### src/cpu_pkg.sv
// Shared widths, instruction field layout, flag positions, device, ALU-op and condition encodings
package cpu_pkg;

    localparam int DATA_W     = 8;          // Byte datapath
    localparam int ADDR_W     = 8;          // Program and RAM address
    localparam int INSTR_W    = 27;         // One instruction word
    localparam int PROG_DEPTH = 256;        // Program words
    localparam int RAM_DEPTH  = 256;        // RAM bytes

    typedef logic [DATA_W-1:0]  data_t;
    typedef logic [ADDR_W-1:0]  addr_t;
    typedef logic [INSTR_W-1:0] instr_t;
    typedef logic [7:0]         flags_t;    // c z o n gt lt eq ne, c at the top

    // Instruction field positions, top field first
    localparam int TARG_LSB      = 24;      // [26:24]
    localparam int ADEV_LSB      = 21;      // [23:21]
    localparam int BDEV_LSB      = 18;      // [20:18]
    localparam int ALU_OP_LSB    = 14;      // [17:14]
    localparam int COND_LSB      = 10;      // [13:10]
    localparam int SET_FLAGS_BIT = 9;
    localparam int ADDR_MODE_BIT = 8;
    localparam int IMMED_LSB     = 0;       // [7:0]

    // Bit index of each flag inside flags_t
    localparam int FLAG_C  = 7;
    localparam int FLAG_Z  = 6;
    localparam int FLAG_O  = 5;
    localparam int FLAG_N  = 4;
    localparam int FLAG_GT = 3;
    localparam int FLAG_LT = 2;
    localparam int FLAG_EQ = 1;
    localparam int FLAG_NE = 0;

    typedef enum logic [2:0] {
        targ_rega, targ_regb, targ_regc, targ_regd,
        targ_mar, targ_ram, targ_pc, targ_uart
    } targ_e;

    // Code 7 is spare and reads zero
    typedef enum logic [2:0] {
        adev_rega, adev_regb, adev_regc, adev_regd,
        adev_mar, adev_uart, adev_zero
    } adev_e;

    // Code 7 is spare and reads the immediate
    typedef enum logic [2:0] {
        bdev_rega, bdev_regb, bdev_regc, bdev_regd,
        bdev_mar, bdev_ram, bdev_immed
    } bdev_e;

    typedef enum logic [3:0] {
        op_pass_a, op_pass_b, op_add, op_sub, op_adc, op_sbc, op_rsub, op_and,
        op_or, op_xor, op_not_b, op_shl_a, op_shr_a, op_mul_lo, op_mul_hi, op_zero
    } alu_op_e;

    // Codes 11 to 15 never execute
    typedef enum logic [3:0] {
        cond_always, cond_c, cond_z, cond_o, cond_n, cond_gt,
        cond_lt, cond_eq, cond_ne, cond_di, cond_do
    } cond_e;

    typedef enum logic {
        am_direct,                          // RAM address from immed8
        am_register                         // RAM address from MAR
    } addr_mode_e;

endpackage

### src/operand_select.sv
// A-bus and B-bus source multiplexers
`timescale 1ns/1ps

module operand_select (
    input  cpu_pkg::adev_e  adev,
    input  cpu_pkg::bdev_e  bdev,
    input  cpu_pkg::data_t  rdata_a,
    input  cpu_pkg::data_t  rdata_b,
    input  cpu_pkg::data_t  mar,
    input  cpu_pkg::data_t  ram_rdata,
    input  cpu_pkg::data_t  in_data,
    input  cpu_pkg::data_t  immed8,
    output cpu_pkg::data_t  abus,
    output cpu_pkg::data_t  bbus
);

    // Register codes share one read port, addressed by adev[1:0]
    always_comb begin
        case (adev)
            cpu_pkg::adev_rega,
            cpu_pkg::adev_regb,
            cpu_pkg::adev_regc,
            cpu_pkg::adev_regd: abus = rdata_a;
            cpu_pkg::adev_mar:  abus = mar;         // MAR usable as an operand
            cpu_pkg::adev_uart: abus = in_data;     // Input port byte
            default:            abus = '0;          // adev_zero and spare code
        endcase
    end

    always_comb begin
        case (bdev)
            cpu_pkg::bdev_rega,
            cpu_pkg::bdev_regb,
            cpu_pkg::bdev_regc,
            cpu_pkg::bdev_regd: bbus = rdata_b;
            cpu_pkg::bdev_mar:  bbus = mar;
            cpu_pkg::bdev_ram:  bbus = ram_rdata;   // Direct or MAR addressed
            default:            bbus = immed8;      // bdev_immed and spare code
        endcase
    end

endmodule

### config.mk
export PLATFORM = sky130hd
export DESIGN_NAME = operand_select
export DESIGN_NICKNAME = d
export VERILOG_FILES = /design/src/cpu_pkg.sv /design/src/operand_select.sv
export SDC_FILE = /design/constraint.sdc
export NUM_CORES = 1
export LEC_CHECK = 0
export BUFFER_PORTS_ARGS = -buffer_cell sky130_fd_sc_hd__buf_2
export CAP_MARGIN = 5
export CORE_MARGIN = 2
export CORE_UTILIZATION = 35
export DETAILED_ROUTE_END_ITERATION = 7
export PLACE_DENSITY = 0.95
export SETUP_SLACK_MARGIN = 0.05
export SYNTH_ARGS = -nofsm -noshare
export SYNTH_HDL_FRONTEND = slang
export SYNTH_SLANG_ARGS = --single-unit
### constraint.sdc
create_clock -name vclk -period 2.3
set_clock_uncertainty 0.1 [all_clocks]
set_input_delay 0.345 -clock vclk [all_inputs]
set_output_delay 0.345 -clock vclk [all_outputs]
set_load 0.01 [all_outputs]
## Yosys cells after proc, flatten, opt, wreduce, memory -nomap -nowiden

Index checks and enable logic that the tools add are counted.

- Register bits after elaboration: 0
- Output and inout port bits: 16
- Logic and storage cells: 16

- Equal/unequal tests: 10
- Multiplexer cells: 2
- Reduce and logical (&&, ||, !) cells: 4

Operators with widths:

| operator | number |
|---|---|
| $pmux W8 S3 | 2 |
| $eq A3 B2 Y1 const B | 4 |
| $eq A3 B3 Y1 const B | 4 |
| $reduce_or A4 Y1 | 2 |
| $eq A3 B1 Y1 const B | 2 |
| $logic_not A3 Y1 | 2 |

## Logic depth before layout (Yosys ltp)

- Word-level depth: 3
- Mapped depth: 4

## Least setup slack after synthesis

OpenSTA, ideal clock, no wires.

- Path kind: input port to output port
- Start: input adev[2]
- End: output abus[0]
- Arrival: 919 ps
- Data required time: 1855 ps
- Path slack: 936 ps
- Cell stages on the path: 4
- Path buffers: 2
- Path through: buf_2 nand2b_1 buf_2 o22ai_1

- Cells in the longest elaborated chain, start to end: 3
- Elaborated cells between the ends (all ways): 8
- Those cells by class: 5 x eq/ne; 1 x mux; 2 x reduce/logical

RTL lines:

| element | RTL line | RTL |
|---|---|---|
| start, declared | operand_select.sv:5 | `input cpu_pkg::adev_e adev,` |
| $eq A3 B1 Y1 (tied with other cells) | operand_select.sv:19 | `case (adev)` |
| $reduce_or A4 Y1 | operand_select.sv:19 |  |
| $pmux W8 S3 (*) | operand_select.sv:19 |  |
| end, declared | operand_select.sv:13 | `output cpu_pkg::data_t abus,` |

Mark *: on every way between the ends. The rest lies on a longest branch, timed or not.

## Worst setup path in the final report

- Start: input bdev[2]
- End: output bbus[4]

- Cells in the longest elaborated chain, start to end: 3
- Elaborated cells between the ends (all ways): 8
- Those cells by class: 5 x eq/ne; 1 x mux; 2 x reduce/logical

RTL lines:

| element | RTL line | RTL |
|---|---|---|
| start, declared | operand_select.sv:6 | `input cpu_pkg::bdev_e bdev,` |
| $eq A3 B1 Y1 (tied with other cells) | operand_select.sv:31 | `case (bdev)` |
| $reduce_or A4 Y1 | operand_select.sv:31 |  |
| $pmux W8 S3 (*) | operand_select.sv:31 |  |
| end, declared | operand_select.sv:14 | `output cpu_pkg::data_t bbus` |

Marked as above.

==> metrics.cfg <==
[timing]
fmax_ghz=0.665
setup_viol=0
final_max_slew_viol_count=0
setup_ws_ns=0.796
finalCriticalPeriod_ns=1.50
hold_violations=0
worst_slew_pin_slew_ns=0.289
fin_crit_sh_pct=65.4
setup_tns_ns=0
rsz0062_at_grt=false
slew_headroom_pct=80.7

[worst_setup_path]
crit_type=in2out
path_cells=buf_2, nand2b_4, o211ai_2, buf_2
cp_slowest_stage_delay_ns=0.24
endpoint_kind=primary output
arrival_ns=1.06
cpLargestDelayFamily=buffers and inverters
cp.required_ns=1.86
worst_setup_path_start_kind=input pin
worst-path-buf-inv=2
crit_top_cell=buf_2
worst_path_max_delay_cell=buf_2
cp_max_fo=17

[detailed_routing]
drc_errors=0
wl_um=1610
wl_per_cell_um=11.3
viasPerCell=4.89
ant_nets=0
vias=699
detailedRoute.firstPassIterationCount=4
drt_first_iter_violations=8

[layout]
seqCellArea_um2=0
multi_input_area_um2=420
nFillCells=131
finalNetCount=184
layout-drive-gt1-share_pct=61.7
area_growth_pct=60.9
final_area_um2=820
clockBufferCount=0
nFlopsAndLatches=0
antenna_cells=0

[power_and_ir_drop]
p_leak_nw=0.510
clkPwrFrac_pct=0
peakVddDrop_v=0.000122
switching_share_pct=47.1
p_int_mw=0.0832
p_per_area_mw_per_mm2=192
seqPwrFrac_pct=0
p_sw_mw=0.0740
combPwrFrac_pct=100.0

[logic_synthesis]
syn_area_um2=509
ys_seq_area_share_pct=0
syn_nets=119
ys_types=10
synth_cells=65
synth.avg_cell_area_um2=7.83
ys_warn_count=0

[grt]
grt_antenna_before_repair=0
grt_pass1_wl_um=2700
overflow=0
grt_usage_pct=17.9
grt_pass1_vias=654
grt_max_degree=18

[clock_tree]
post_cts_buffers=0
cts_hold_buf=0
cts_resized=0

[floorplanning]
coreArea_mm2=0.00133
rows=13
die_area_mm2=0.00178
fp.dieH_um=42.1
die_x_um=42.1
start_util_pct=38.2
io_pins=70

[place]
port-buffer-count=70
dpl-instance-area_um2=820
post-place-ws_ns=0.780
gp_congestion=0.677
hpwl_um=1440

[min_path]
hold_class=in2out

[status]
outcome=finished clean

[flow_run]
cap_violations=0

==> routing by layer <==
layer / GRT usage, % / vias up / share of wire [%]
met5: 0 / - / 0
met1: 21.0 / 295 / 37
met2: 35.9 / 40 / 52
met4: 0.625 / 0 / 0
li1: - / 364 / -
met3: 2.16 / 0 / 10
==> metrics by stage <==
stage          hold WS [ns]  cells  utilization, %  power, mW
6_report              0.890    143            61.4      0.157
5_1_grt               0.917    143            61.4      0.174
4_1_cts               0.893    143            61.4      0.159
3_5_place_dp          0.892    143            61.4      0.159
3_3_place_gp          0.886    143            61.4      0.154
2_1_floorplan         0.713     65               -     0.0906
==> cells in the mapped netlist <==
master    number  share of area [%]
buf_2          2                2.0
buf_4          2                2.9
buf_6          3                6.6
inv_1          8                5.9
mux2i_1       16                 31
nand2b_1       9                 11
nand2b_4       1                2.7
nand3_1        8                7.9
o211ai_2       8                 20
o22ai_1        8                9.8
==> path summary, 6_finish.rpt <==
path                        from      end  slack [ns]  cells after the start
worst max-delay path     bdev[2]  bbus[4]        0.80                      4
worst min-delay path  rdata_b[5]  bbus[5]        0.89                      4
==> power groups by stage <==
| stage | sequential [mW] | combinational, mW | clock (mW) |
|---|---|---|---|
| 2_1_floorplan | 0 | 0.0906 | 0 |
| 3_3_place_gp | 0 | 0.154 | 0 |
| 3_5_place_dp | 0 | 0.159 | 0 |
| 4_1_cts | 0 | 0.159 | 0 |
| 5_1_grt | 0 | 0.174 | 0 |
| 6_report | 0 | 0.157 | 0 |
==> placed cells by master, fill, tap and decap left out <==
master / netlist / final
buf_2: 2 / 70
mux2i_1: 16 / 16
nand2b_1: 9 / 9
nand3_1: 8 / 8
o211ai_2: 8 / 8
inv_1: 8 / 8
o22ai_1: 8 / 8
nand2b_4: 1 / 1
==> final cells by class <==
type	instances	share of cell area, %
Timing Repair Buffer	70	42.7
Inverter	8	3.66
Tap cell	15	2.29
Multi-Input combinational cell	50	51.3
==> kinds of logic (layout without fill, tap and decap cells) <==
family | after synthesis | after routing | share of synthesized area, %
buffers and inverters | 15 | 78 | 17.4
AOI/OAI and AO/OA | 16 | 16 | 29.5
and+or+nand+nor | 18 | 18 | 21.6
muxes | 16 | 16 | 31.4
Note: power is estimated with default switching activity, not from simulation.
