===== config.mk =====
export PLATFORM = sky130hd
export DESIGN_NAME = memory_io
export DESIGN_NICKNAME = d
export VERILOG_FILES = /design/src/cpu_pkg.sv /design/src/memory_io.sv
export SDC_FILE = /design/constraint.sdc
export NUM_CORES = 2
export LEC_CHECK = 0
export BUFFER_PORTS_ARGS = -buffer_cell sky130_fd_sc_hd__buf_2
export CORE_MARGIN = 1.5
export CORE_UTILIZATION = 50
export DETAILED_ROUTE_END_ITERATION = 16
export GPL_ROUTABILITY_DRIVEN = 0
export PLACE_DENSITY_LB_ADDON = 0.3
export SYNTH_ARGS = -nofsm -noshare
export SYNTH_HDL_FRONTEND = slang
export SYNTH_SLANG_ARGS = --single-unit

===== constraint.sdc =====
create_clock -name clk -period 4.1 [get_ports clk]
set_input_delay 0.205 -clock clk [delete_from_list [all_inputs] [get_ports clk]]
set_output_delay 0.205 -clock clk [all_outputs]
set_load 0.05 [all_outputs]

===== src/cpu_pkg.sv =====
// Shared widths, instruction field layout, flag positions, device, ALU-op and condition encodings
package cpu_pkg;

    localparam int DATA_W     = 8;          // Byte datapath
    localparam int ADDR_W     = 8;          // Program and RAM address
    localparam int INSTR_W    = 27;         // One instruction word
    localparam int PROG_DEPTH = 256;        // Program words
    localparam int RAM_DEPTH  = 256;        // RAM bytes

    typedef logic [DATA_W-1:0]  data_t;
    typedef logic [ADDR_W-1:0]  addr_t;
    typedef logic [INSTR_W-1:0] instr_t;
    typedef logic [7:0]         flags_t;    // c z o n gt lt eq ne, c at the top

    // Instruction field positions, top field first
    localparam int TARG_LSB      = 24;      // [26:24]
    localparam int ADEV_LSB      = 21;      // [23:21]
    localparam int BDEV_LSB      = 18;      // [20:18]
    localparam int ALU_OP_LSB    = 14;      // [17:14]
    localparam int COND_LSB      = 10;      // [13:10]
    localparam int SET_FLAGS_BIT = 9;
    localparam int ADDR_MODE_BIT = 8;
    localparam int IMMED_LSB     = 0;       // [7:0]

    // Bit index of each flag inside flags_t
    localparam int FLAG_C  = 7;
    localparam int FLAG_Z  = 6;
    localparam int FLAG_O  = 5;
    localparam int FLAG_N  = 4;
    localparam int FLAG_GT = 3;
    localparam int FLAG_LT = 2;
    localparam int FLAG_EQ = 1;
    localparam int FLAG_NE = 0;

    typedef enum logic [2:0] {
        targ_rega, targ_regb, targ_regc, targ_regd,
        targ_mar, targ_ram, targ_pc, targ_uart
    } targ_e;

    // Code 7 is spare and reads zero
    typedef enum logic [2:0] {
        adev_rega, adev_regb, adev_regc, adev_regd,
        adev_mar, adev_uart, adev_zero
    } adev_e;

    // Code 7 is spare and reads the immediate
    typedef enum logic [2:0] {
        bdev_rega, bdev_regb, bdev_regc, bdev_regd,
        bdev_mar, bdev_ram, bdev_immed
    } bdev_e;

    typedef enum logic [3:0] {
        op_pass_a, op_pass_b, op_add, op_sub, op_adc, op_sbc, op_rsub, op_and,
        op_or, op_xor, op_not_b, op_shl_a, op_shr_a, op_mul_lo, op_mul_hi, op_zero
    } alu_op_e;

    // Codes 11 to 15 never execute
    typedef enum logic [3:0] {
        cond_always, cond_c, cond_z, cond_o, cond_n, cond_gt,
        cond_lt, cond_eq, cond_ne, cond_di, cond_do
    } cond_e;

    typedef enum logic {
        am_direct,                          // RAM address from immed8
        am_register                         // RAM address from MAR
    } addr_mode_e;

endpackage


===== src/memory_io.sv =====
// MAR, RAM with direct or register addressing, output byte and output strobe
`timescale 1ns/1ps

module memory_io (
    input  logic                 clk,
    input  logic                 arst_n,
    input  logic                 mar_we,
    input  logic                 ram_we,
    input  logic                 out_we,
    input  cpu_pkg::addr_mode_e  addr_mode,
    input  cpu_pkg::data_t       immed8,
    input  cpu_pkg::data_t       result,
    output cpu_pkg::data_t       mar,
    output cpu_pkg::data_t       ram_rdata,
    output cpu_pkg::data_t       out_data,
    output logic                 out_strobe
);

    cpu_pkg::data_t ram [cpu_pkg::RAM_DEPTH];
    cpu_pkg::addr_t ram_addr;

    assign ram_addr  = (addr_mode == cpu_pkg::am_register) ? mar : immed8;
    assign ram_rdata = ram[ram_addr];       // Read in the same cycle

    always_ff @(posedge clk) begin
        if (ram_we) begin
            ram[ram_addr] <= result;
        end
    end

    always_ff @(posedge clk or negedge arst_n) begin
        if (!arst_n) begin
            mar        <= '0;
            out_data   <= '0;
            out_strobe <= 1'b0;
        end else begin
            if (mar_we) begin
                mar <= result;
            end
            if (out_we) begin
                out_data <= result;         // Held until the next port write
            end
            out_strobe <= out_we;           // One cycle pulse per write
        end
    end

endmodule


* Yosys cells after proc, flatten, opt, wreduce, memory -nomap -nowiden
Memories as Yosys holds them, arrays and structs flattened. Cells that the tools add are included. Widths: inputs -> output; s select.
Operators by class: add/subtract/negate cells 0, $mul 0, divide/modulo/power cells 0, magnitude comparators 0, equal/unequal tests 0, shift-type cells 0, multiplexer cells 3, bitwise logic cells 0, reduce and logical (&&, ||, !) cells 0
Operator list (number):
- $mux 8 | 1
- $mux 1 | 2
Storage, ports and cells: bits in registers 17, bits in latches 0, bits in writable memories 2048, ROM bits 0, output and inout bits 25, memories kept 1
Memory list:
- ram | words 256, bits a word 8, rd ports 1, clocked after Yosys merged registers in 0, write ports 1, line memory_io.sv:19 | cpu_pkg::data_t ram [cpu_pkg::RAM_DEPTH];

* Logic depth before layout (Yosys ltp)
depth after elaboration 2, mapped depth 13, mapped depth without buffers 7

* Least setup slack after synthesis
No wires, ideal clock.
path kind flip-flop to output port, start register mar[2], end output port ram_rdata[5], arrival 3.307 ns, required time 3.895 ns, setup slack 0.588 ns, stages on the path, launching flop included 8, buffers on the path 2, path through dfrtp_1 > clkbuf_1 > mux2i_1 > buf_2 > mux4_2 > and3_1 > a311oi_1 > nand4_1
Between the ends: word-level cells in the longest chain between the ends 2
RTL lines:
- start: declaration | line memory_io.sv:13 | output cpu_pkg::data_t mar,
- start signal: assignment | line memory_io.sv:38 | mar <= result;
- $mux 8 | line memory_io.sv:22 | assign ram_addr = (addr_mode == cpu_pkg::am_register) ? mar : immed8;
- $mem_v2 256x8
- end: declaration | line memory_io.sv:14 | output cpu_pkg::data_t ram_rdata,
Every way passes these cells.

* Worst setup path after layout
start register mar[0], end output port ram_rdata[2]
Same word-level chain as after synthesis.

==> run metrics <==
final setup TNS=-3.50 ns; Total Die Area=162000 um^2; Die X=402 um; layout cells sized above 1=0.267; largest net degree at the start of global routing=141; Reg clk slew, reported paths=0.06 ns; Max Fclk=217 MHz; vias in the first global route=41645; Crit path max-delay family=buffers and inverters; hold_sp=out_we; crit path buf inv count=5; all-layer global routing usage=0.251; clk_skew=0.0382 ns; clock sink count=2065; initial antenna violation count=8; Area after DPL=84700 um^2; Syn Inst Count=4064; Crit Path Max Fanout=29; CTS tree=built; CTS H-tree lvls=4; cell area after synthesis=79800 um^2; critical path cell sequence=buf_4, mux2_8, buf_12, buf_4, buf_12, mux4_2, nand4_1, nand4_1, o31ai_1, nand4_1, buf_6; Num CTS Buffers=198; critical path arrival=4.40 ns; hpwl dp=124 mm; beginning of the critical path=mar[0]$_DFFE_PN0P_; Starting Density=0.504; IO Pins=47; relative slew slack=0.256; cell area after layout=92300 um^2; Crit-path slowest cell=dfrtp_2; Wirelength per Cell=30.6 um; DRC=0; cell row count=146; count of final hold-check violations=0; Async SR Flop Fraction=0.00823; LEAKAGE=29.0 nW; startpoint types=flop; Max VDD drop=0.452 mV; post-synthesis sequential area ratio=0.776; CP peak stage delay=0.45 ns; syn avg cell area=19.6 um^2; number of synthesized flops with an enable pin=2048; WP data required=3.89 ns; Final Max Slew Viols=0; Starting DRT DRC Count=5899; FF-to-FF Start=mar[0]$_DFFE_PN0P_; DRT antenna net count=0; most used cell, CP=nand4_1; Final min period=4.61 ns; critical path class=reg2out; first-pass GRT wire length=293 mm; final-stage net count=4460; grt ovf=0; Seq cells post-synth=2065; vias per cell=6.36; final wirelength=204 mm; CP Capture Type=output pin; drt first pass iters=6; Netlist cell types=41; Mapped Nets=4086; worst slew pin tran=1.12 ns; height of the chip=402 um; status=complete, but fails checks; via count=42511; clock buffer depth=3; Port Buffers=46; Synth-to-Final Area Change=15.6%; Pwr per Cell Area=488 nW/um^2; violated checks=setup timing; Ys Warns=0; setup ws final=-0.509 ns; class of the worst hold path=in2reg; Clock Root Buffer=clkbuf_16; worst-skew pair later-pin latency=0.84 ns; pre-CTS setup slack=-0.477 ns; setup violators final=8; RSZ-0062 raised after global routing=true; Tcrit/Tclk final=1.12; top_reg_cell synth=edfxtp_1; CORE AREA=158000 um^2; number of max-cap violations=0
area by class of cell:
class	count	area, um^2
clock inverter	127	1110
antenna	7	17.5
timing repair buffer	421	4040
fill	11319	66100
sequential	2065	61900
tap	2072	2590
multi-input combinational	1748	17400
clock buffer	238	5190
inverter	4	15.0
power breakdown:
part / switching (mW) / internal (mW)
logic: 2.51 / 1.51
clock network: 7.79 / 9.92
registers: 0.0240 / 23.3
total: 10.3 / 34.7
cells by family after synthesis:
| family | Yosys count | share of synthesized area |
|---|---|---|
| compound gates | 237 | 0.0230 |
| buf+inv | 255 | 0.0143 |
| flops | 2065 | 0.776 |
| mux | 468 | 0.128 |
| simple gates | 1039 | 0.0586 |
final timing paths:
path / slack (ns) / cells past startpoint / endpoint
setup / recovery: -0.51 / 11 / ram_rdata[2]
hold / removal: 0.15 / 2 / out_strobe$_DFF_PN0_
max in group asynchronous: 2.86 / 3 / mar[1]$_DFFE_PN0P_
hold reg to reg: 0.50 / 1 / out_data[2]$_DFFE_PN0P_
min in group asynchronous: 0.60 / 3 / out_data[3]$_DFFE_PN0P_
setup reg to reg: 0.45 / 9 / ram[232][0]$_DFFE_PP_
synthesized netlist by cell type (9+ instances only):
cell type / count / share of area
edfxtp_1: 2048 / 0.77
mux4_2: 440 / 0.12
nand2_1: 369 / 0.017
nand3_1: 237 / 0.015
nor2_1: 224 / 0.011
clkbuf_1: 157 / 0.0074
nand4_1: 135 / 0.011
a22oi_1: 115 / 0.011
buf_2: 68 / 0.0043
nor3_1: 47 / 0.0029
a32oi_1: 25 / 0.0027
dfrtp_1: 17 / 0.0053
o31ai_1: 17 / 0.0016
a41oi_1: 16 / 0.0018
mux2_2: 16 / 0.0023
buf_1: 11 / 0.00052
buf_6: 11 / 0.0016
mux2i_1: 11 / 0.0014
o21ai_0: 9 / 0.00056
placed cells by master, fill, tap and decap left out, types with 14 or more instances in the layout:
cell	n
a22oi_1	99
clkinv_1	46
clkbuf_16	204
buf_2	30
nand2_1	369
a22oi_2	16
clkbuf_1	36
buf_4	300
nand4_1	135
dfrtp_1	15
mux2_2	15
a32oi_1	22
clkinv_2	45
nor2_1	217
nand3_1	237
edfxtp_1	2048
a41oi_1	16
buf_12	38
mux4_2	440
bufinv_16	14
nor3_1	47
metrics by stage:
| stage | total power [mW] | hold WS, ns | util | cells |
|---|---|---|---|---|
| after floorplan | 25.8 | -0.0906 | - | 4064 |
| after global placement | 27.3 | 0.186 | 0.535 | 6258 |
| after detailed placement | 27.4 | 0.191 | 0.535 | 6258 |
| after CTS | 45.1 | 0.0219 | 0.581 | 6657 |
| after global routing | 46.1 | 0.141 | 0.582 | 6675 |
| final | 45.0 | 0.148 | 0.583 | 6682 |
per-layer routing:
layer  track usage  vias up  wire, um
met2         0.392     2392     97200
met5             0        -        42
met1         0.360    22227     79500
met4        0.0829        6      7080
li1              -    17510         -
met3        0.0465      376     20500
timing repair:
| action | in CTS | in global routing |
|---|---|---|
| gates resized for setup | 99 | 14 |
| endpoints found under the hold margin | 365 | 2 |
| cloned | 8 | 3 |
| pin swaps | 28 | 16 |
| setup buffers | 14 | 14 |
| endpoints found under the setup margin | 8 | 8 |
| hold buffers | 12 | 1 |
state kept, by name, summed over array words and instances, names as in the netlist:
| signal | count |
|---|---|
| out_data | 8 |
| mar | 8 |
| ram | 2048 |
| out_strobe | 1 |
(Power assumes the default switching activity.)
