File: config.mk
export PLATFORM = sky130hd
export DESIGN_NAME = alu
export DESIGN_NICKNAME = d
export VERILOG_FILES = /design/src/cpu_pkg.sv /design/src/alu.sv
export SDC_FILE = /design/constraint.sdc
export NUM_CORES = 1
export LEC_CHECK = 0
export BUFFER_PORTS_ARGS = -buffer_cell sky130_fd_sc_hd__buf_2
export CAP_MARGIN = 15
export CORE_ASPECT_RATIO = 1.2
export CORE_MARGIN = 2
export CORE_UTILIZATION = 55
export DETAILED_ROUTE_END_ITERATION = 10
export PLACE_DENSITY = 0.74
export REMOVE_ABC_BUFFERS = 1
export SETUP_SLACK_MARGIN = 0.2
export SLEW_MARGIN = 40
export SYNTH_ARGS = -nofsm -noshare
export SYNTH_HDL_FRONTEND = slang
export SYNTH_SLANG_ARGS = --single-unit
File: constraint.sdc
create_clock -name clk -period 6.31 [get_ports clk]
set_input_delay 0.9465 -clock clk [delete_from_list [all_inputs] [get_ports clk]]
set_output_delay 0.9465 -clock clk [all_outputs]
set_load 0.1 [all_outputs]
File: src/cpu_pkg.sv
// Shared widths, instruction field layout, flag positions, device, ALU-op and condition encodings
package cpu_pkg;

    localparam int DATA_W     = 8;          // Byte datapath
    localparam int ADDR_W     = 8;          // Program and RAM address
    localparam int INSTR_W    = 27;         // One instruction word
    localparam int PROG_DEPTH = 256;        // Program words
    localparam int RAM_DEPTH  = 256;        // RAM bytes

    typedef logic [DATA_W-1:0]  data_t;
    typedef logic [ADDR_W-1:0]  addr_t;
    typedef logic [INSTR_W-1:0] instr_t;
    typedef logic [7:0]         flags_t;    // c z o n gt lt eq ne, c at the top

    // Instruction field positions, top field first
    localparam int TARG_LSB      = 24;      // [26:24]
    localparam int ADEV_LSB      = 21;      // [23:21]
    localparam int BDEV_LSB      = 18;      // [20:18]
    localparam int ALU_OP_LSB    = 14;      // [17:14]
    localparam int COND_LSB      = 10;      // [13:10]
    localparam int SET_FLAGS_BIT = 9;
    localparam int ADDR_MODE_BIT = 8;
    localparam int IMMED_LSB     = 0;       // [7:0]

    // Bit index of each flag inside flags_t
    localparam int FLAG_C  = 7;
    localparam int FLAG_Z  = 6;
    localparam int FLAG_O  = 5;
    localparam int FLAG_N  = 4;
    localparam int FLAG_GT = 3;
    localparam int FLAG_LT = 2;
    localparam int FLAG_EQ = 1;
    localparam int FLAG_NE = 0;

    typedef enum logic [2:0] {
        targ_rega, targ_regb, targ_regc, targ_regd,
        targ_mar, targ_ram, targ_pc, targ_uart
    } targ_e;

    // Code 7 is spare and reads zero
    typedef enum logic [2:0] {
        adev_rega, adev_regb, adev_regc, adev_regd,
        adev_mar, adev_uart, adev_zero
    } adev_e;

    // Code 7 is spare and reads the immediate
    typedef enum logic [2:0] {
        bdev_rega, bdev_regb, bdev_regc, bdev_regd,
        bdev_mar, bdev_ram, bdev_immed
    } bdev_e;

    typedef enum logic [3:0] {
        op_pass_a, op_pass_b, op_add, op_sub, op_adc, op_sbc, op_rsub, op_and,
        op_or, op_xor, op_not_b, op_shl_a, op_shr_a, op_mul_lo, op_mul_hi, op_zero
    } alu_op_e;

    // Codes 11 to 15 never execute
    typedef enum logic [3:0] {
        cond_always, cond_c, cond_z, cond_o, cond_n, cond_gt,
        cond_lt, cond_eq, cond_ne, cond_di, cond_do
    } cond_e;

    typedef enum logic {
        am_direct,                          // RAM address from immed8
        am_register                         // RAM address from MAR
    } addr_mode_e;

endpackage

File: src/alu.sv
// ALU operations, flag generation and the flag register
`timescale 1ns/1ps

module alu (
    input  logic              clk,
    input  logic              arst_n,
    input  cpu_pkg::data_t    a,
    input  cpu_pkg::data_t    b,
    input  cpu_pkg::alu_op_e  alu_op,
    input  logic              flags_we,
    output cpu_pkg::data_t    result,
    output cpu_pkg::flags_t   flags
);

    logic [8:0]      sum;                   // Result with carry or borrow on top
    logic [15:0]     prod;
    logic            c_in;                  // Registered carry for adc and sbc
    logic            c_next;
    logic            o_next;
    cpu_pkg::flags_t flags_next;

    assign prod = a * b;
    assign c_in = flags[cpu_pkg::FLAG_C];

    always_comb begin
        sum    = '0;
        o_next = 1'b0;
        case (alu_op)
            cpu_pkg::op_pass_a: sum[7:0] = a;
            cpu_pkg::op_pass_b: sum[7:0] = b;
            cpu_pkg::op_add:    sum = {1'b0, a} + {1'b0, b};
            cpu_pkg::op_adc:    sum = {1'b0, a} + {1'b0, b} + c_in;
            cpu_pkg::op_sub:    sum = {1'b0, a} - {1'b0, b};        // Bit 8 is borrow
            cpu_pkg::op_sbc:    sum = {1'b0, a} - {1'b0, b} - c_in;
            cpu_pkg::op_rsub:   sum = {1'b0, b} - {1'b0, a};
            cpu_pkg::op_and:    sum[7:0] = a & b;
            cpu_pkg::op_or:     sum[7:0] = a | b;
            cpu_pkg::op_xor:    sum[7:0] = a ^ b;
            cpu_pkg::op_not_b:  sum[7:0] = ~b;
            cpu_pkg::op_shl_a:  sum = {a, 1'b0};                    // Top bit out to carry
            cpu_pkg::op_shr_a:  sum = {a[0], 1'b0, a[7:1]};         // Bottom bit out to carry
            cpu_pkg::op_mul_lo: sum[7:0] = prod[7:0];
            cpu_pkg::op_mul_hi: sum[7:0] = prod[15:8];
            default:            sum = '0;                           // op_zero
        endcase

        // Signed overflow, add and subtract families only
        case (alu_op)
            cpu_pkg::op_add, cpu_pkg::op_adc:
                o_next = (a[7] == b[7]) && (sum[7] != a[7]);
            cpu_pkg::op_sub, cpu_pkg::op_sbc:
                o_next = (a[7] != b[7]) && (sum[7] != a[7]);
            cpu_pkg::op_rsub:
                o_next = (a[7] != b[7]) && (sum[7] != b[7]);
            default:
                o_next = 1'b0;
        endcase
    end

    assign result = sum[7:0];
    assign c_next = sum[8];                 // Zero for ops that leave bit 8 clear

    // c z o n gt lt eq ne
    assign flags_next = {c_next, (result == '0), o_next, result[7],
                         (a > b), (a < b), (a == b), (a != b)};

    always_ff @(posedge clk or negedge arst_n) begin
        if (!arst_n) begin
            flags <= '0;
        end else if (flags_we) begin
            flags <= flags_next;
        end
    end

endmodule

# Word-level counts from Yosys, hierarchy flattened
# Cells that the tools add are included.
[classes]
addsub = 5
n_mul = 1
n_div = 0
magnitude_cmp = 2
eq_ne = 20
n_shift = 0
n_mux = 3
bitwise = 4
n_reduce_logical = 7
[op_table]
columns = ["operator", "count"]
rows = [
  ["$pmux 8 s15", 1],
  ["$eq 4x4->1 const B", 7],
  ["$sub 8x8->9", 2],
  ["$eq 4x3->1 const B", 4],
  ["$mul 8x8->16", 1],
  ["$add 8x8->9", 1],
  ["$add 9x1->9", 1],
  ["$sub 9x1->9", 1],
  ["$and 8x8->8", 1],
  ["$eq 4x2->1 const B", 2],
  ["$eq 8x8->1", 1],
  ["$gt 8x8->1", 1],
  ["$logic_not 8->1", 1],
  ["$lt 8x8->1", 1],
  ["$ne 8x8->1", 1],
  ["$not 8->8", 1],
  ["$or 8x8->8", 1],
  ["$xor 8x8->8", 1],
  ["$pmux 1 s7", 1],
  ["$eq 4x1->1 const B", 1],
  ["$logic_not 4->1", 1],
  ["$reduce_or 2->1", 2],
  ["$logic_and 1x1->1", 3],
  ["$ne 1x1->1", 3],
  ["2 further kinds", 2],
]
[word_totals]
register_bits = 8
latchBits = 0
mem_bits_rw = 0
mem_bits_ro = 0
out_inout_bits = 16
mem_count = 0

# Logic depth before layout (Yosys ltp)
[logic_depth]
word_depth = 6
depth_mapped = 19

# Worst setup path after synthesis
# OpenSTA, ideal clock, no wires.
[synth_timing]
path_type = "input port to output port"
startpoint = "in a[1]"
endpoint = "out result[2]"
arrival_time_ps = 5826
required_ps = 5364
slack_ps = -462
cell_stages = 14
path_buffers = 0
cell_sequence = "inv_1 > nor2_1 > fa_1 > fa_1 > inv_1 > fa_1 > fa_1 > inv_1 > ha_1 > and3_1 > a221oi_1 > a21oi_1 > xnor2_1 > o211ai_1"
[synth_via]
elab_chain_len = 3
[synth_rtl]
columns = ["item", "line", "rtl"]
rows = [
  ["start, declared", "alu.sv:7", "input cpu_pkg::data_t a,"],
  ["parallel branches: the longest is 2 deep, another holds $mul 8x8->16", "-", ""],
  ["$pmux 8 s15 *", "alu.sv:28", "case (alu_op)"],
  ["end, declared", "alu.sv:11", "output cpu_pkg::data_t result,"],
]
# Mark *: on every way between the ends.

# Worst setup path after layout
[layout_timing]
startpoint = "in b[4]"
endpoint = "out result[5]"
[layout_via]
elab_chain_len = 3
[layout_rtl]
columns = ["item", "line", "rtl"]
rows = [
  ["start, declared", "alu.sv:8", "input cpu_pkg::data_t b,"],
  ["parallel branches: the longest is 2 deep, another holds $mul 8x8->16", "-", ""],
  ["$pmux 8 s15 *", "alu.sv:28", ""],
]
# Marks and branches as above.

==> flow_summary.yaml <==
clocking:
  insertion_delay_ps: 230
  cts.sinks: 8
  clockRootBuffer: "clkbuf_8"
  cts_hold_buf: 0
  path_clk_slew_ps: 40
  cts_buffer_depth: 2
  htreeDepth: 1
  cts_tree: "built"
  numCtsBuffers: 3
timing:
  fin_skew_ps: 7.91
  slew_headroom_pct: 45.9
  final-hold-violation-count: 0
  fin_setup_tns_ps: -98.0
  layout_setup_ws_ps: -57.6
  tightestPinTransition_ps: 798
  fin_hold_ws_ps: 477
  post-route-min-period_ps: 6370
  fmax_ghz: 0.157
  setup-violations-final: 2
  rsz0062_at_grt: "yes"
  fin_crit_sh_pct: 101
  slew_viol_final: 0
placement:
  dpl_worst_slack_ps: -372
  placed_cell_area_um2: 5970
  io_buffers: 38
  place.gp.congestion: 1.05
  hpwl_mm: 15.5
yosys:
  synth-simple-area-share_pct: 24.4
  yosysSeqAreaShare_pct: 3.90
  async_flop_share_pct: 100
  muxShareOfSynthArea_pct: 3.83
  synth_edf_count: 0
  synthCells: 679
  synth-seq-cells: 8
  synth_compound_area_share_pct: 20.5
  synth-main-ff-cell: "dfrtp_1"
  synth_fa_ha_area_share_pct: 32.7
  synth_top_family_by_area: "adder cells"
  avgSynthCellArea_um2: 7.56
  synth_xor_area_share_pct: 5.46
  netlist_area_um2: 5130
  yosysWarnings: 0
  synth.distinct_cells: 77
layout:
  final_util_pct: 74.0
  layout_common_cells: "buf_4 (92), nor2_1 (74), inv_1 (67), ha_1 (62), nand2_1 (35)"
  drive_above_1_share_pct: 30.3
  nets: 928
  final_common_cell: "buf_4"
  fill_cells: 667
  fin_area_um2: 6720
  max_flop_register: "flags"
  reg_top3: "flags x8"
  largest_reg_flops: 8
  num_antenna_cells: 0
  area_growth_pct: 30.9
global_route:
  grt_pass1_wl_mm: 29.3
  grt_start_max_net_pins: 42
  antenna_found_initial: 0
  grt.overflow.total: 0
  track_usage_pct: 37.7
  grt_pass1_vias: 5800
routing:
  totalWireLength_mm: 20.6
  via_per_inst: 6.43
  ant_nets: 0
  drc: 0
  drt_iter0_drc: 456
  wl_per_cell_um: 22.6
  first_pass_iters: 5
  num_vias: 5860
outcome:
  violations: "setup timing"
  status: "finished with violations"
floorplan:
  die_w_um: 92.2
  pin_count: 39
  num_rows: 38
  core_area_um2: 9080
  die-area_um2: 10100
  die_y_um: 110
  initial_utilization_pct: 56.5
power:
  peakVddDrop_uv: 259
  total_leakage_power_nw: 3.06
  power_density_nw_per_um2: 269
setup_path:
  worstReg2RegEnd: "flags[6]"
  r2r_start: "flags[7]"
  required_ps: 5360
  rr_worst_depth: 11
  crit_path_end: "result[5]"
  rrSetupSlack_ps: 3040
  cp_max_fo: 5
  start_kind: "input port"
  worstPathArrival_ps: 5420
  startpoint: "b[4]"
  criticalPathCategory: "in2out"
  worst_setup_path_end_kind: "output port"
worst_hold_path:
  min-delay-path-class: "reg2reg"
  holdPathStages: 2
run:
  max_cap_viol_count: 0
[worst min path at each step]
stage | startpoint | endpoint | slack [ps]
final | flags[6] | flags[6] | 480
after global placement | flags[6] | flags[6] | 460
after floorplan | arst_n | flags[0] | 650
after detailed placement | flags[6] | flags[6] | 470
after CTS | flags[6] | flags[6] | 480
after global routing | flags[3] | flags[3] | 490
[through the flow]
stage	power [W]	cells
after floorplan	0.000830	651
after global placement	0.00132	889
after detailed placement	0.00135	889
after CTS	0.00161	899
after global routing	0.00189	912
final	0.00181	912
[logic make-up (layout without fill, tap and decap cells)]
group                    count (synthesis)  count (layout)
AO/OA/AOI/OAI                          146             146
XOR/XNOR                                32              32
adder cells (fa/ha/maj)                111             111
buffers and inverters                  118             231
flip-flops                               8               8
multiplexers                            15              15
AND/OR/NAND/NOR                        249             249
[area by class of cell]
| cell class | count | area [µm²] | area share (%) |
|---|---|---|---|
| sequential | 8 | 200 | 2.98 |
| clock buffer | 3 | 41.3 | 0.614 |
| multi-input combinational | 553 | 4820 | 71.7 |
| tap | 120 | 150 | 2.23 |
| timing repair buffer | 138 | 1150 | 17.1 |
| inverter | 90 | 363 | 5.40 |
[metal layers]
layer	up-vias	share of wire (%)	global-route usage, %
met1	2795	36	42.3
met5	-	0	0
met2	340	50	70.5
li1	2618	-	-
met4	0	6.4	18.1
met3	107	8.3	5.21
[worst max-delay path, stage by stage]
cell,delay (ps)
buf_2,130
inv_2,70
buf_4,170
nor2_2,120
fa_1,460
fa_1,500
fa_1,530
inv_1,80
fa_1,530
inv_2,70
ha_4,190
nor3_4,230
nor2_4,80
a311oi_2,270
xor2_1,190
buf_4,170
o22ai_4,80
or3_4,430
buf_12,180
[where the power goes]
group	leakage (nW)	internal [W]	switching (W)	total, W
Clock	0.0216	0.0000413	0.0000202	0.0000616
Sequential	0.0974	0.0000587	0.00000453	0.0000633
Combinational	2.94	0.000719	0.000965	0.00168
[cells in the mapped netlist (8+ instances only)]
cell type	n	area, µm²
ha_1	72	901
nand2_1	38	143
clkbuf_1	11	41.3
xor2_1	9	78.8
nand2b_1	13	81.3
inv_1	82	308
nor3_1	24	120
nor4_1	9	56.3
a21oi_1	29	145
o21ai_0	20	100
fa_1	39	781
buf_2	11	55.1
dfrtp_1	8	200
nor2b_1	10	62.6
and2_1	8	50.1
nor2_1	89	334
nand3_1	15	75.1
xnor2_1	23	201
[repair_timing]
action	in CTS	in global routing
setup endpoints to repair	8	8
pin swaps	31	48
hold endpoints to repair	0	0
gates resized for setup	93	58
setup buffers	7	13
No activity file was read; power rests on OpenSTA's default activity.
