**config.mk**
```make
export PLATFORM = sky130hd
export DESIGN_NAME = register_file
export DESIGN_NICKNAME = d
export VERILOG_FILES = /design/src/cpu_pkg.sv /design/src/register_file.sv
export SDC_FILE = /design/constraint.sdc
export NUM_CORES = 1
export LEC_CHECK = 0
export ABC_AREA = 1
export BUFFER_PORTS_ARGS = -buffer_cell sky130_fd_sc_hd__buf_2
export CAP_MARGIN = 10
export CORE_ASPECT_RATIO = 0.75
export CORE_MARGIN = 2
export CORE_UTILIZATION = 56
export CTS_CLUSTER_SIZE = 25
export DETAILED_ROUTE_END_ITERATION = 16
export HOLD_SLACK_MARGIN = 0.05
export PLACE_DENSITY = 0.84
export SKIP_CTS_REPAIR_TIMING = 1
export SLEW_MARGIN = 20
export SYNTH_ARGS = -nofsm -noshare
export SYNTH_HDL_FRONTEND = slang
export SYNTH_SLANG_ARGS = --single-unit
```
**constraint.sdc**
```tcl
create_clock -name clk -period 1.15 [get_ports clk]
set_input_delay 0.23 -clock clk [delete_from_list [all_inputs] [get_ports clk]]
set_output_delay 0.23 -clock clk [all_outputs]
set_load 0.05 [all_outputs]
```
**src/cpu_pkg.sv**
```systemverilog
// Shared widths, instruction field layout, flag positions, device, ALU-op and condition encodings
package cpu_pkg;

    localparam int DATA_W     = 8;          // Byte datapath
    localparam int ADDR_W     = 8;          // Program and RAM address
    localparam int INSTR_W    = 27;         // One instruction word
    localparam int PROG_DEPTH = 256;        // Program words
    localparam int RAM_DEPTH  = 256;        // RAM bytes

    typedef logic [DATA_W-1:0]  data_t;
    typedef logic [ADDR_W-1:0]  addr_t;
    typedef logic [INSTR_W-1:0] instr_t;
    typedef logic [7:0]         flags_t;    // c z o n gt lt eq ne, c at the top

    // Instruction field positions, top field first
    localparam int TARG_LSB      = 24;      // [26:24]
    localparam int ADEV_LSB      = 21;      // [23:21]
    localparam int BDEV_LSB      = 18;      // [20:18]
    localparam int ALU_OP_LSB    = 14;      // [17:14]
    localparam int COND_LSB      = 10;      // [13:10]
    localparam int SET_FLAGS_BIT = 9;
    localparam int ADDR_MODE_BIT = 8;
    localparam int IMMED_LSB     = 0;       // [7:0]

    // Bit index of each flag inside flags_t
    localparam int FLAG_C  = 7;
    localparam int FLAG_Z  = 6;
    localparam int FLAG_O  = 5;
    localparam int FLAG_N  = 4;
    localparam int FLAG_GT = 3;
    localparam int FLAG_LT = 2;
    localparam int FLAG_EQ = 1;
    localparam int FLAG_NE = 0;

    typedef enum logic [2:0] {
        targ_rega, targ_regb, targ_regc, targ_regd,
        targ_mar, targ_ram, targ_pc, targ_uart
    } targ_e;

    // Code 7 is spare and reads zero
    typedef enum logic [2:0] {
        adev_rega, adev_regb, adev_regc, adev_regd,
        adev_mar, adev_uart, adev_zero
    } adev_e;

    // Code 7 is spare and reads the immediate
    typedef enum logic [2:0] {
        bdev_rega, bdev_regb, bdev_regc, bdev_regd,
        bdev_mar, bdev_ram, bdev_immed
    } bdev_e;

    typedef enum logic [3:0] {
        op_pass_a, op_pass_b, op_add, op_sub, op_adc, op_sbc, op_rsub, op_and,
        op_or, op_xor, op_not_b, op_shl_a, op_shr_a, op_mul_lo, op_mul_hi, op_zero
    } alu_op_e;

    // Codes 11 to 15 never execute
    typedef enum logic [3:0] {
        cond_always, cond_c, cond_z, cond_o, cond_n, cond_gt,
        cond_lt, cond_eq, cond_ne, cond_di, cond_do
    } cond_e;

    typedef enum logic {
        am_direct,                          // RAM address from immed8
        am_register                         // RAM address from MAR
    } addr_mode_e;

endpackage

```
**src/register_file.sv**
```systemverilog
// Four general registers with one write port and two asynchronous read ports
`timescale 1ns/1ps

module register_file (
    input  logic           clk,
    input  logic           arst_n,
    input  logic           we,
    input  logic [1:0]     waddr,
    input  cpu_pkg::data_t wdata,
    input  logic [1:0]     raddr_a,
    input  logic [1:0]     raddr_b,
    output cpu_pkg::data_t rdata_a,
    output cpu_pkg::data_t rdata_b
);

    cpu_pkg::data_t regs [4];               // rega..regd

    always_ff @(posedge clk or negedge arst_n) begin
        if (!arst_n) begin
            for (int i = 0; i < 4; i++) begin
                regs[i] <= '0;
            end
        end else if (we) begin
            regs[waddr] <= wdata;
        end
    end

    // Read ports see the old value during a write cycle
    assign rdata_a = regs[raddr_a];         // A-bus side
    assign rdata_b = regs[raddr_b];         // B-bus side

endmodule

```
Word-level counts from Yosys, hierarchy flattened --
Cells that the tools add are included.
Word-level totals: bits of input ports 17, bits in registers 32, ROM bits 0, memories kept 0, logic and storage cells 21, memory bits (writable) 0, bits in latches 0, output and inout port bits 16
Operators by class: bitwise operators 3, multiplexer cells 9, multipliers 0, eq/ne operators 0, magnitude comparators 4, shift-type cells 0, add/subtract/negate cells 0, reduce and logical (&&, ||, !) cells 1, div/mod/pow operators 0
Operators with widths (number):
- $mux 8 | 5
- $bmux 8 s2 | 2
- $bwmux 32 | 1
- $demux 8 s2 | 1
- $ge 3x3->1 const B | 3
- $not 2->3 | 3
- $lt 3x1->1 const B | 1
- $logic_and 1x1->1 | 1

Longest topological paths before layout --
Gate-level depths: netlist of the first run.
depth after elaboration 6, depth in mapped cells 6, gate-level depth less buffers 4

Least setup slack after synthesis of the first run --
No wires, ideal clock.
path kind input-to-output, from input port raddr_b[0], to output port rdata_b[0], buffers on the path 2, data required time 0.920 ns, stages on the path 6, setup slack -0.102 ns, arrival 1.022 ns, path through buf_4 -> inv_2 -> buf_4 -> nand2_1 -> nand3_1 -> nand2_1
Between the ends: word-level cells in the longest chain between the ends 4
Ends and longest elaborated chain:
- start, declared | RTL line register_file.sv:11 | input logic [1:0] raddr_b,
- $not 2->3 (not written as such) | RTL line register_file.sv:30 | assign rdata_b = regs[raddr_b];
- $bmux 8 s2 | RTL line register_file.sv:30
- $mux 8 (not written as such) (2 in series) | RTL line register_file.sv:30
- end, declared | RTL line register_file.sv:13 | output cpu_pkg::data_t rdata_b
No other way between the ends. The select of a mux whose other input is x is not followed.

Worst setup path after layout of the first run --
from register regs[7] (netlist name), to output port rdata_b[7]
Between the ends: word-level cells in the longest chain between the ends 3
Ends and longest elaborated chain:
- start, declared | RTL line register_file.sv:16 | cpu_pkg::data_t regs [4];
- start signal, assigned by index | RTL line register_file.sv:24 | regs[waddr] <= wdata;
- $bmux 8 s2 | RTL line register_file.sv:30
- $mux 8 (not written as such) (2 in series) | RTL line register_file.sv:30
No other way between the ends. The select of a mux whose other input is x is not followed.

==> reports/results.txt, run 1 <==
io pins: 33
Clock Tree Buf Depth: 2
GRT Resource Usage Total: 0.287
status: finished with violations
WP data arrival: 1140 ps
DR DRC count: 0
fillers: 270
YS warnings: 0
Area Growth Syn to Fin: 34.2%
core area: 3590 sq um
# diodes: 0
Leak: 1.54 nW
CP Depth: 5
Max stage delay on crit path: 380 ps
Worst R2R Setup Slack: 390 ps
Final Hold Vio Count: 0
R2R Path Start: regs[5]
Starting DRT DRC Count: 125
period utilisation layout: 1.19
hpwl dp: 3800 um
post-layout min period: 1370 ps
Vias: 2129
pin count of the biggest net entering global routing: 33
first-pass GRT wire length: 9030 um
Buffers & Inverters on Critical Path: 2
unrepaired setup endpoints after global routing: yes
Clk Latency, worst-skew pair: 290 ps
crit path max fanout: 2
max capacitance violation total: 0
Critical R2R Capture: regs[5]
Mapped Cells: 297
fin nets: 361
Post-Syn Area per Cell: 6.91 sq um
placed insts: 378
ANT nets after route: 0
clock skew: 0 ps
die outline width: 73.9 um
WHS: 216 ps
# clock sinks: 32
flip-flop count of the largest register after layout: 32
cells along the critical path: inv_1 > nand2_1 > nand3_1 > nand2_2 > buf_6
Setup crit end kind: output port
final setup margin: -216 ps
total power: 4.13 mW
clk root buf: clkbuf_8
largest register by flop count: regs
Worst-Margin Slew: 372 ps
fin. max-slew vios: 0
Num CTS Buffers: 5
sequential area share after synthesis: 0.390
Syn Nets: 314
clock group share of total power: 0.292
Vias/cell: 5.36
Die ar.: 4170 sq um
Critical Path Start: regs[7]
Yosys cell types: 14
Internal Pwr Total: 2.63 mW
RD Place Congestion: 0.863
count of final setup violators: 16
Pre-antenna DRT Iters: 4
Worst-path clk slew: 70 ps
IO buf count: 32
drt total wl: 5630 um
Hold Crit Class: in2reg
slew margin rel.: 0.752
Cell Rows: 19
hold_sp: wdata[1]
final core utilization: 0.768
Cell Area, Synth: 2050 sq um
CP Class: reg2out
Initial Utilization: 0.572
top achievable clock speed: 0.732 GHz
fraction of layout cells with a size suffix above 1: 0.383
cell family with most CP delay: flip-flops
# H-tree levels: 2
logic gate share of total power: 0.365
sequential power share: 0.344
pre-CTS setup slack: -120 ps
die height: 56.4 um
maximum vdd ir drop: 0.00102 V
R2R depth: 3
failing checks: setup timing
slowest cell on the critical path: dfrtp_1
Top Registers: regs: 32 flops
Critical Path Source Type: register
CTS tree: built
#FFs+latches synth: 32
initial antenna violation count: 0
average routed wire per standard cell: 14.2 um
Pwr Density: 1500 nW/um^2
Psw: 1.50 mW
vias in the first global route: 1922
end of the critical path: rdata_b[7]
gr ovfl total: 0
switch share: 0.362
Final Non-Filler Cells: 397
WP data required: 920 ps
metrics by stage:
stage               area (sq um)  TNS [ps]
floorplan                   2090         0
global placement            2340     -1430
detailed placement          2340     -1680
CTS                         2470     -4100
global route                2760     -3750
finish                      2760     -2940
cells by family (layout without fill, tap and decap cells):
group	after synthesis	in the layout	share of synthesized area
buf+inv	60	108	0.138
flops	32	32	0.390
compound gates	8	8	0.0341
simple gates	197	197	0.438
cell type report:
cell class,count,area (sq um),share of cell area
clock buffers,7,96.3,0.0350
clock inverters,1,30.0,0.0109
inverters,46,173,0.0626
multi-input cells,205,1100,0.400
flip-flops and latches,32,801,0.291
well taps,52,65.1,0.0236
repair buffers,54,489,0.177
layout by cell type (no fill, tap or decap), types with 3 or more instances in the layout:
master,Yosys,layout
buf_12,0,4
buf_2,4,16
buf_4,6,17
buf_6,4,13
buf_8,0,3
clkbuf_8,0,7
dfrtp_1,32,32
inv_1,42,25
inv_2,4,21
nand2_1,134,117
nand2_2,2,19
nand3_1,40,22
nand3_2,0,18
nand3_4,3,3
nand4_1,16,16
o21ai_2,8,8
power groups by stage:
stage               Clock (mW)  Combinational [mW]  Sequential (mW)
floorplan                    0               0.925             1.40
global placement             0                1.19             1.42
detailed placement           0                1.21             1.42
CTS                       1.21                1.22             1.40
global route              1.25                1.65             1.44
finish                    1.21                1.51             1.42
worst register-to-register path, delay by kind of cell, from the launching register on:
| family | cells | cell delay, ps |
|---|---|---|
| buffers and inverters | 1 | 140 |
| AO/OA/AOI/OAI | 1 | 60 |
| AND/OR/NAND/NOR | 1 | 60 |
| flip-flops | 1 | 400 |
worst min-delay path by stage:
stage / endpoint / slack [ps] / cells past startpoint
final: regs[1] / 220 / 3
after detailed placement: regs[3] / 200 / 2
after global placement: regs[3] / 200 / 2
after global routing: regs[1] / 230 / 3
after CTS: regs[3] / -110 / 2
after floorplan: regs[0] / -70 / 0
per-layer routing:
layer	global-route usage	vias up	routed length, um
li1	-	1017	-
met1	0.409	1006	2430
met2	0.443	92	2670
met3	0.0628	14	404
met4	0.0727	0	125
met5	0	-	0
synth_stat cells:
cell type / count / area [sq um]
nor2_8: 1 / 20.0
nand3_1: 40 / 200
nand2_4: 1 / 11.3
nand3_4: 3 / 52.6
o21ai_2: 8 / 70.1
dfrtp_1: 32 / 801
inv_1: 42 / 158
nand2_2: 2 / 12.5
inv_2: 4 / 15.0
nand4_1: 16 / 100
buf_2: 4 / 20.0
buf_4: 6 / 45.0
buf_6: 4 / 45.0
nand2_1: 134 / 503
No activity file was read; power rests on OpenSTA's default activity.
==> inputs of run 2 (changes only) <==
- CORE_ASPECT_RATIO: 0.75 -> 0.7
==> run 2 against run 1 <==
Clock power fell by 36%; critical endpoint is now rdata_a[1]; sequential share of layout area fell by 0.81 points; fmax barely moved; the run still ends with setup timing left; routed wire length rose by 8.3%; via count rose by 3.4%; core utilization rose by 3.9 points; setup slack barely moved; cell count rose by 1.0%.
==> reports/results.txt, run 2 (same netlist as run 1, synthesis figures left out) <==
Worst R2R Setup Slack: 390 ps (about the same)
DR DRC count: 0 (unchanged)
most common cell after layout, fill and taps aside: nand2_1
fraction of layout cells with a size suffix above 1: 0.464 (+0.0818)
ANT nets after route: 0 (unchanged)
Area Growth Syn to Fin: 38.1%
GRT Resource Usage Total: 0.288 (+0.00112)
setup TNS: -2880 ps (+59.5 ps)
period utilisation layout: 1.19 (about the same)
Critical Path Start: regs[9]
Setup crit end kind: output port
hold_sp: wdata[5]
gr busiest metal: met2
Leak: 1.57 nW (+1.8%)
CTS tree: built
RD Place Congestion: 0.936 (+8.5%)
vias in the first global route: 1977 (+2.9%)
Hold Crit Class: in2reg
cell family with most CP delay: flip-flops
clk root buf: clkbuf_8
io pins: 33 (unchanged)
largest register by flop count: regs
fillers: 222 (-18%)
cells along the critical path: inv_2 > nand2_2 > nand3_2 > nand2_2 > buf_6
Buffers & Inverters on Critical Path: 2 (unchanged)
# diodes: 0 (unchanged)
R2R Path Start: regs[19]
max capacitance violation total: 0 (unchanged)
CP Class: reg2out
fin. max-slew vios: 0 (unchanged)
most frequent cells in the layout: nand2_1 (108), inv_2 (32), dfrtp_1 (32)
# clock sinks: 32 (unchanged)
maximum vdd ir drop: 0.00107 V (+5.2%)
slowest cell on the critical path: dfrtp_1
flip-flop count of the largest register after layout: 32 (unchanged)
total power: 3.82 mW (-7.4%)
status: finished with violations
WP data required: 920 ps (about the same)
Max stage delay on crit path: 390 ps (about the same)
fin nets: 370 (+2.5%)
clock skew: 0 ps (unchanged)
crit path max fanout: 2 (unchanged)
pin count of the biggest net entering global routing: 33 (unchanged)
Critical R2R Capture: regs[19]
placed cell area: 2400 sq um (+2.4%)
Final Hold Vio Count: 0 (unchanged)
first-pass GRT wire length: 9180 um (+1.6%)
average routed wire per standard cell: 15.2 um (+7.2%)
failing checks: setup timing
hpwl dp: 3800 um (-0.15%)
# H-tree levels: 2 (unchanged)
WP data arrival: 1140 ps (about the same)
Die ar.: 4170 sq um (about the same)
final setup margin: -216 ps (-0.320 ps)
Vias/cell: 5.49 (+2.4%)
die height: 54.7 um (-3.2%)
post-layout min period: 1370 ps (+0.320 ps)
grt met3 use: 0.0677 (+0.00482)
Vias: 2202 (+3.4%)
Most common cell on crit path: nand2_2
Worst-Margin Slew: 398 ps (+26.5 ps)
slew margin rel.: 0.734 (-0.0178)
Num CTS Buffers: 5 (unchanged)
drt total wl: 6100 um (+8.3%)
Critical Path Source Type: register
Cell Rows: 18 (-1)
Worst-path clk slew: 60 ps (about the same)
top achievable clock speed: 0.732 GHz (about the same)
R2R depth: 3 (unchanged)
Top Registers: regs: 32 flops
Starting DRT DRC Count: 173 (+38%)
IO buf count: 32 (unchanged)
CP Depth: 5 (unchanged)
global routing met1 resource utilization: 0.382 (-0.0271)
Pwr Density: 1350 nW/um^2 (-10%)
Pre-antenna DRT Iters: 4 (unchanged)
design area: 2840 sq um (+2.9%)
grt met2 use: 0.472 (+0.0294)
Initial Utilization: 0.584 (+0.0124)
initial antenna violation count: 0 (unchanged)
core area: 3510 sq um (-2.1%)
count of final setup violators: 16 (unchanged)
end of the critical path: rdata_a[1]
gr ovfl total: 0 (unchanged)
unrepaired setup endpoints after global routing: yes
Clk Latency, worst-skew pair: 280 ps (about the same)
Clock Tree Buf Depth: 2 (unchanged)
die outline width: 76.4 um (+3.3%)
run 2: tightest hold or removal path, stage by stage:
cell and delay, ps:
buf_2 120, inv_1 60, o21ai_2 50
run 2: cell type report:
class,instances,area [sq um],area share
clock buffers,5,68.8,0.0243
inverters,46,173,0.0609
multi-input cells,205,1150,0.406
flip-flops and latches,32,801,0.282
well taps,50,62.6,0.0221
repair buffers,63,581,0.205
run 2: stage by stage:
| stage | cells | hold slack [ps] | worst slack, ps | utilization |
|---|---|---|---|---|
| after global placement | 382 | 199 | -100 | 0.682 |
| after detailed placement | 382 | 199 | -124 | 0.682 |
| after global routing | 401 | 221 | -253 | 0.807 |
| final | 401 | 217 | -216 | 0.807 |
| after floorplan | 297 | -65.6 | 6.75 | - |
| after CTS | 387 | -101 | -293 | 0.702 |
run 2: worst min-delay path by stage:
stage | to | slack (ps) | cells after the start
3_3_place_gp | regs[3] | 200 | 2
6_report | regs[5] | 220 | 3
4_1_cts | regs[20] | -100 | 2
5_1_grt | regs[5] | 220 | 3
2_1_floorplan | regs[0] | -70 | 0
3_5_place_dp | regs[3] | 200 | 2
run 2: where the power goes:
part,total (mW),switching [mW],internal (mW)
Clock,0.770,0.381,0.389
Sequential,1.43,0.124,1.31
Combinational,1.62,0.994,0.628
run 2: per-layer routing:
metal / share of wire / vias up
met1: 0.41 / 1039
met2: 0.47 / 110
met3: 0.094 / 23
met5: 0 / -
li1: - / 1030
met4: 0.028 / 0
==> inputs of run 3 (changes only) <==
- RECOVER_POWER: not set -> 25
==> run 3 against run 2 <==
The flow still finishes with violations (setup timing); design area decreased by 0.44%; critical path depth did not move; core utilization decreased by 0.36 points; register-to-register slack about the same.
==> reports/results.txt, run 3 (same netlist as run 1, synthesis figures left out) <==
status: finished with violations
failing checks: setup timing
drt total wl: 6100 um (about the same)
average routed wire per standard cell: 15.2 um (about the same)
cells along the critical path: inv_2 > nand2_2 > nand3_2 > nand2_2 > buf_6
GRT Resource Usage Total: 0.288 (unchanged)
Cell Rows: 18 (unchanged)
total power: 3.82 mW (-0.19%)
WP data required: 920 ps (about the same)
slew margin rel.: 0.691 (-0.0426)
R2R depth: 3 (unchanged)
Critical Path Source Type: register
Most common cell on crit path: nand2_2
WHS: 216 ps (-0.903 ps)
top achievable clock speed: 0.736 GHz (+0.51%)
Max stage delay on crit path: 390 ps (about the same)
post-layout min period: 1360 ps (-6.97 ps)
most frequent cells in the layout: nand2_1 (108), inv_2 (32), dfrtp_1 (32)
gr ovfl total: 0 (unchanged)
clk root buf: clkbuf_8
DR DRC count: 0 (unchanged)
period utilisation layout: 1.18 (-0.00606)
max capacitance violation total: 0 (unchanged)
final setup margin: -209 ps (+6.97 ps)
Buffers & Inverters on Critical Path: 2 (unchanged)
die outline width: 76.4 um (unchanged)
clock skew: 0 ps (unchanged)
slowest cell on the critical path: dfrtp_1
fraction of layout cells with a size suffix above 1: 0.464 (unchanged)
Worst R2R Setup Slack: 400 ps (about the same)
Pwr Density: 1350 nW/um^2 (+0.25%)
unrepaired setup endpoints after global routing: yes
RD Place Congestion: 0.936 (unchanged)
WP data arrival: 1130 ps (about the same)
ANT nets after route: 0 (unchanged)
setup TNS: -2890 ps (-10.9 ps)
maximum vdd ir drop: 0.00107 V (-0.65%)
flip-flop count of the largest register after layout: 32 (unchanged)
fin nets: 370 (unchanged)
final core utilization: 0.803 (-0.00356)
Die ar.: 4170 sq um (unchanged)
Setup crit end kind: output port
design area: 2820 sq um (-0.44%)
R2R Path Start: regs[2]
Final Hold Vio Count: 0 (unchanged)
first-pass GRT wire length: 9180 um (unchanged)
placed insts: 382 (unchanged)
Vias: 2215 (+0.59%)
count of final setup violators: 16 (unchanged)
pin count of the biggest net entering global routing: 33 (unchanged)
Top Registers: regs: 32 flops
Starting DRT DRC Count: 174 (+0.58%)
Area Growth Syn to Fin: 37.5%
Final Non-Filler Cells: 401 (unchanged)
CTS tree: built
# diodes: 0 (unchanged)
Vias/cell: 5.52 (+0.59%)
Initial Utilization: 0.584 (unchanged)
IO buf count: 32 (unchanged)
Worst-Margin Slew: 463 ps (+64.4 ps)
Leak: 1.57 nW (-0.31%)
Num CTS Buffers: 5 (unchanged)
Pre-antenna DRT Iters: 4 (unchanged)
Critical Path Start: regs[9]
CP Class: reg2out
Clk Latency, worst-skew pair: 280 ps (about the same)
pre-CTS setup slack: -124 ps (unchanged)
largest register by flop count: regs
Critical R2R Capture: regs[2]
Worst-path clk slew: 60 ps (about the same)
vias in the first global route: 1977 (unchanged)
CP Depth: 5 (unchanged)
# clock sinks: 32 (unchanged)
Hold Crit Class: in2reg
core area: 3510 sq um (unchanged)
cell family with most CP delay: flip-flops
most common cell after layout, fill and taps aside: nand2_1
fillers: 224 (+0.90%)
hpwl dp: 3800 um (unchanged)
placed cell area: 2400 sq um (unchanged)
crit path max fanout: 2 (unchanged)
die height: 54.7 um (unchanged)
end of the critical path: rdata_a[1]
initial antenna violation count: 0 (unchanged)
Clock Tree Buf Depth: 2 (unchanged)
fin. max-slew vios: 0 (unchanged)
# H-tree levels: 2 (unchanged)
io pins: 33 (unchanged)
==> run 3: worst min path at each step <==
stage                  start       end  slack [ps]  cells after the start
floorplan             arst_n   regs[0]         -70                      0
global placement      arst_n   regs[3]         200                      2
detailed placement    arst_n   regs[3]         200                      2
CTS                   arst_n  regs[20]        -100                      2
global route        wdata[5]   regs[5]         220                      3
finish              wdata[5]   regs[5]         220                      3
==> run 3: worst reg2reg max path, stage by stage, from the launching register on <==
cell and delay, ps:
dfrtp_1 380, buf_4 130, nand2_1 70, o21ai_2 60
==> run 3: layout make-up <==
cell class | count | area, sq um | share of cell area
timing repair buffer | 63 | 568 | 0.201
tap | 50 | 62.6 | 0.0222
multi-input combinational | 205 | 1150 | 0.407
clock buffer | 5 | 68.8 | 0.0244
sequential | 32 | 801 | 0.284
inverter | 46 | 173 | 0.0612
==> run 3: layer usage <==
layer  GRT usage  vias up  part of all wire
li1            -     1030                 -
met1       0.382     1059              0.42
met2       0.472      108              0.47
met3      0.0677       18             0.083
met4       0.106        0             0.025
met5           0        -                 0
==> run 3: where the power goes <==
group	switching (mW)	internal, mW	total (mW)
logic	0.993	0.623	1.62
registers	0.124	1.31	1.43
clock network	0.381	0.389	0.770
total	1.50	2.32	3.82
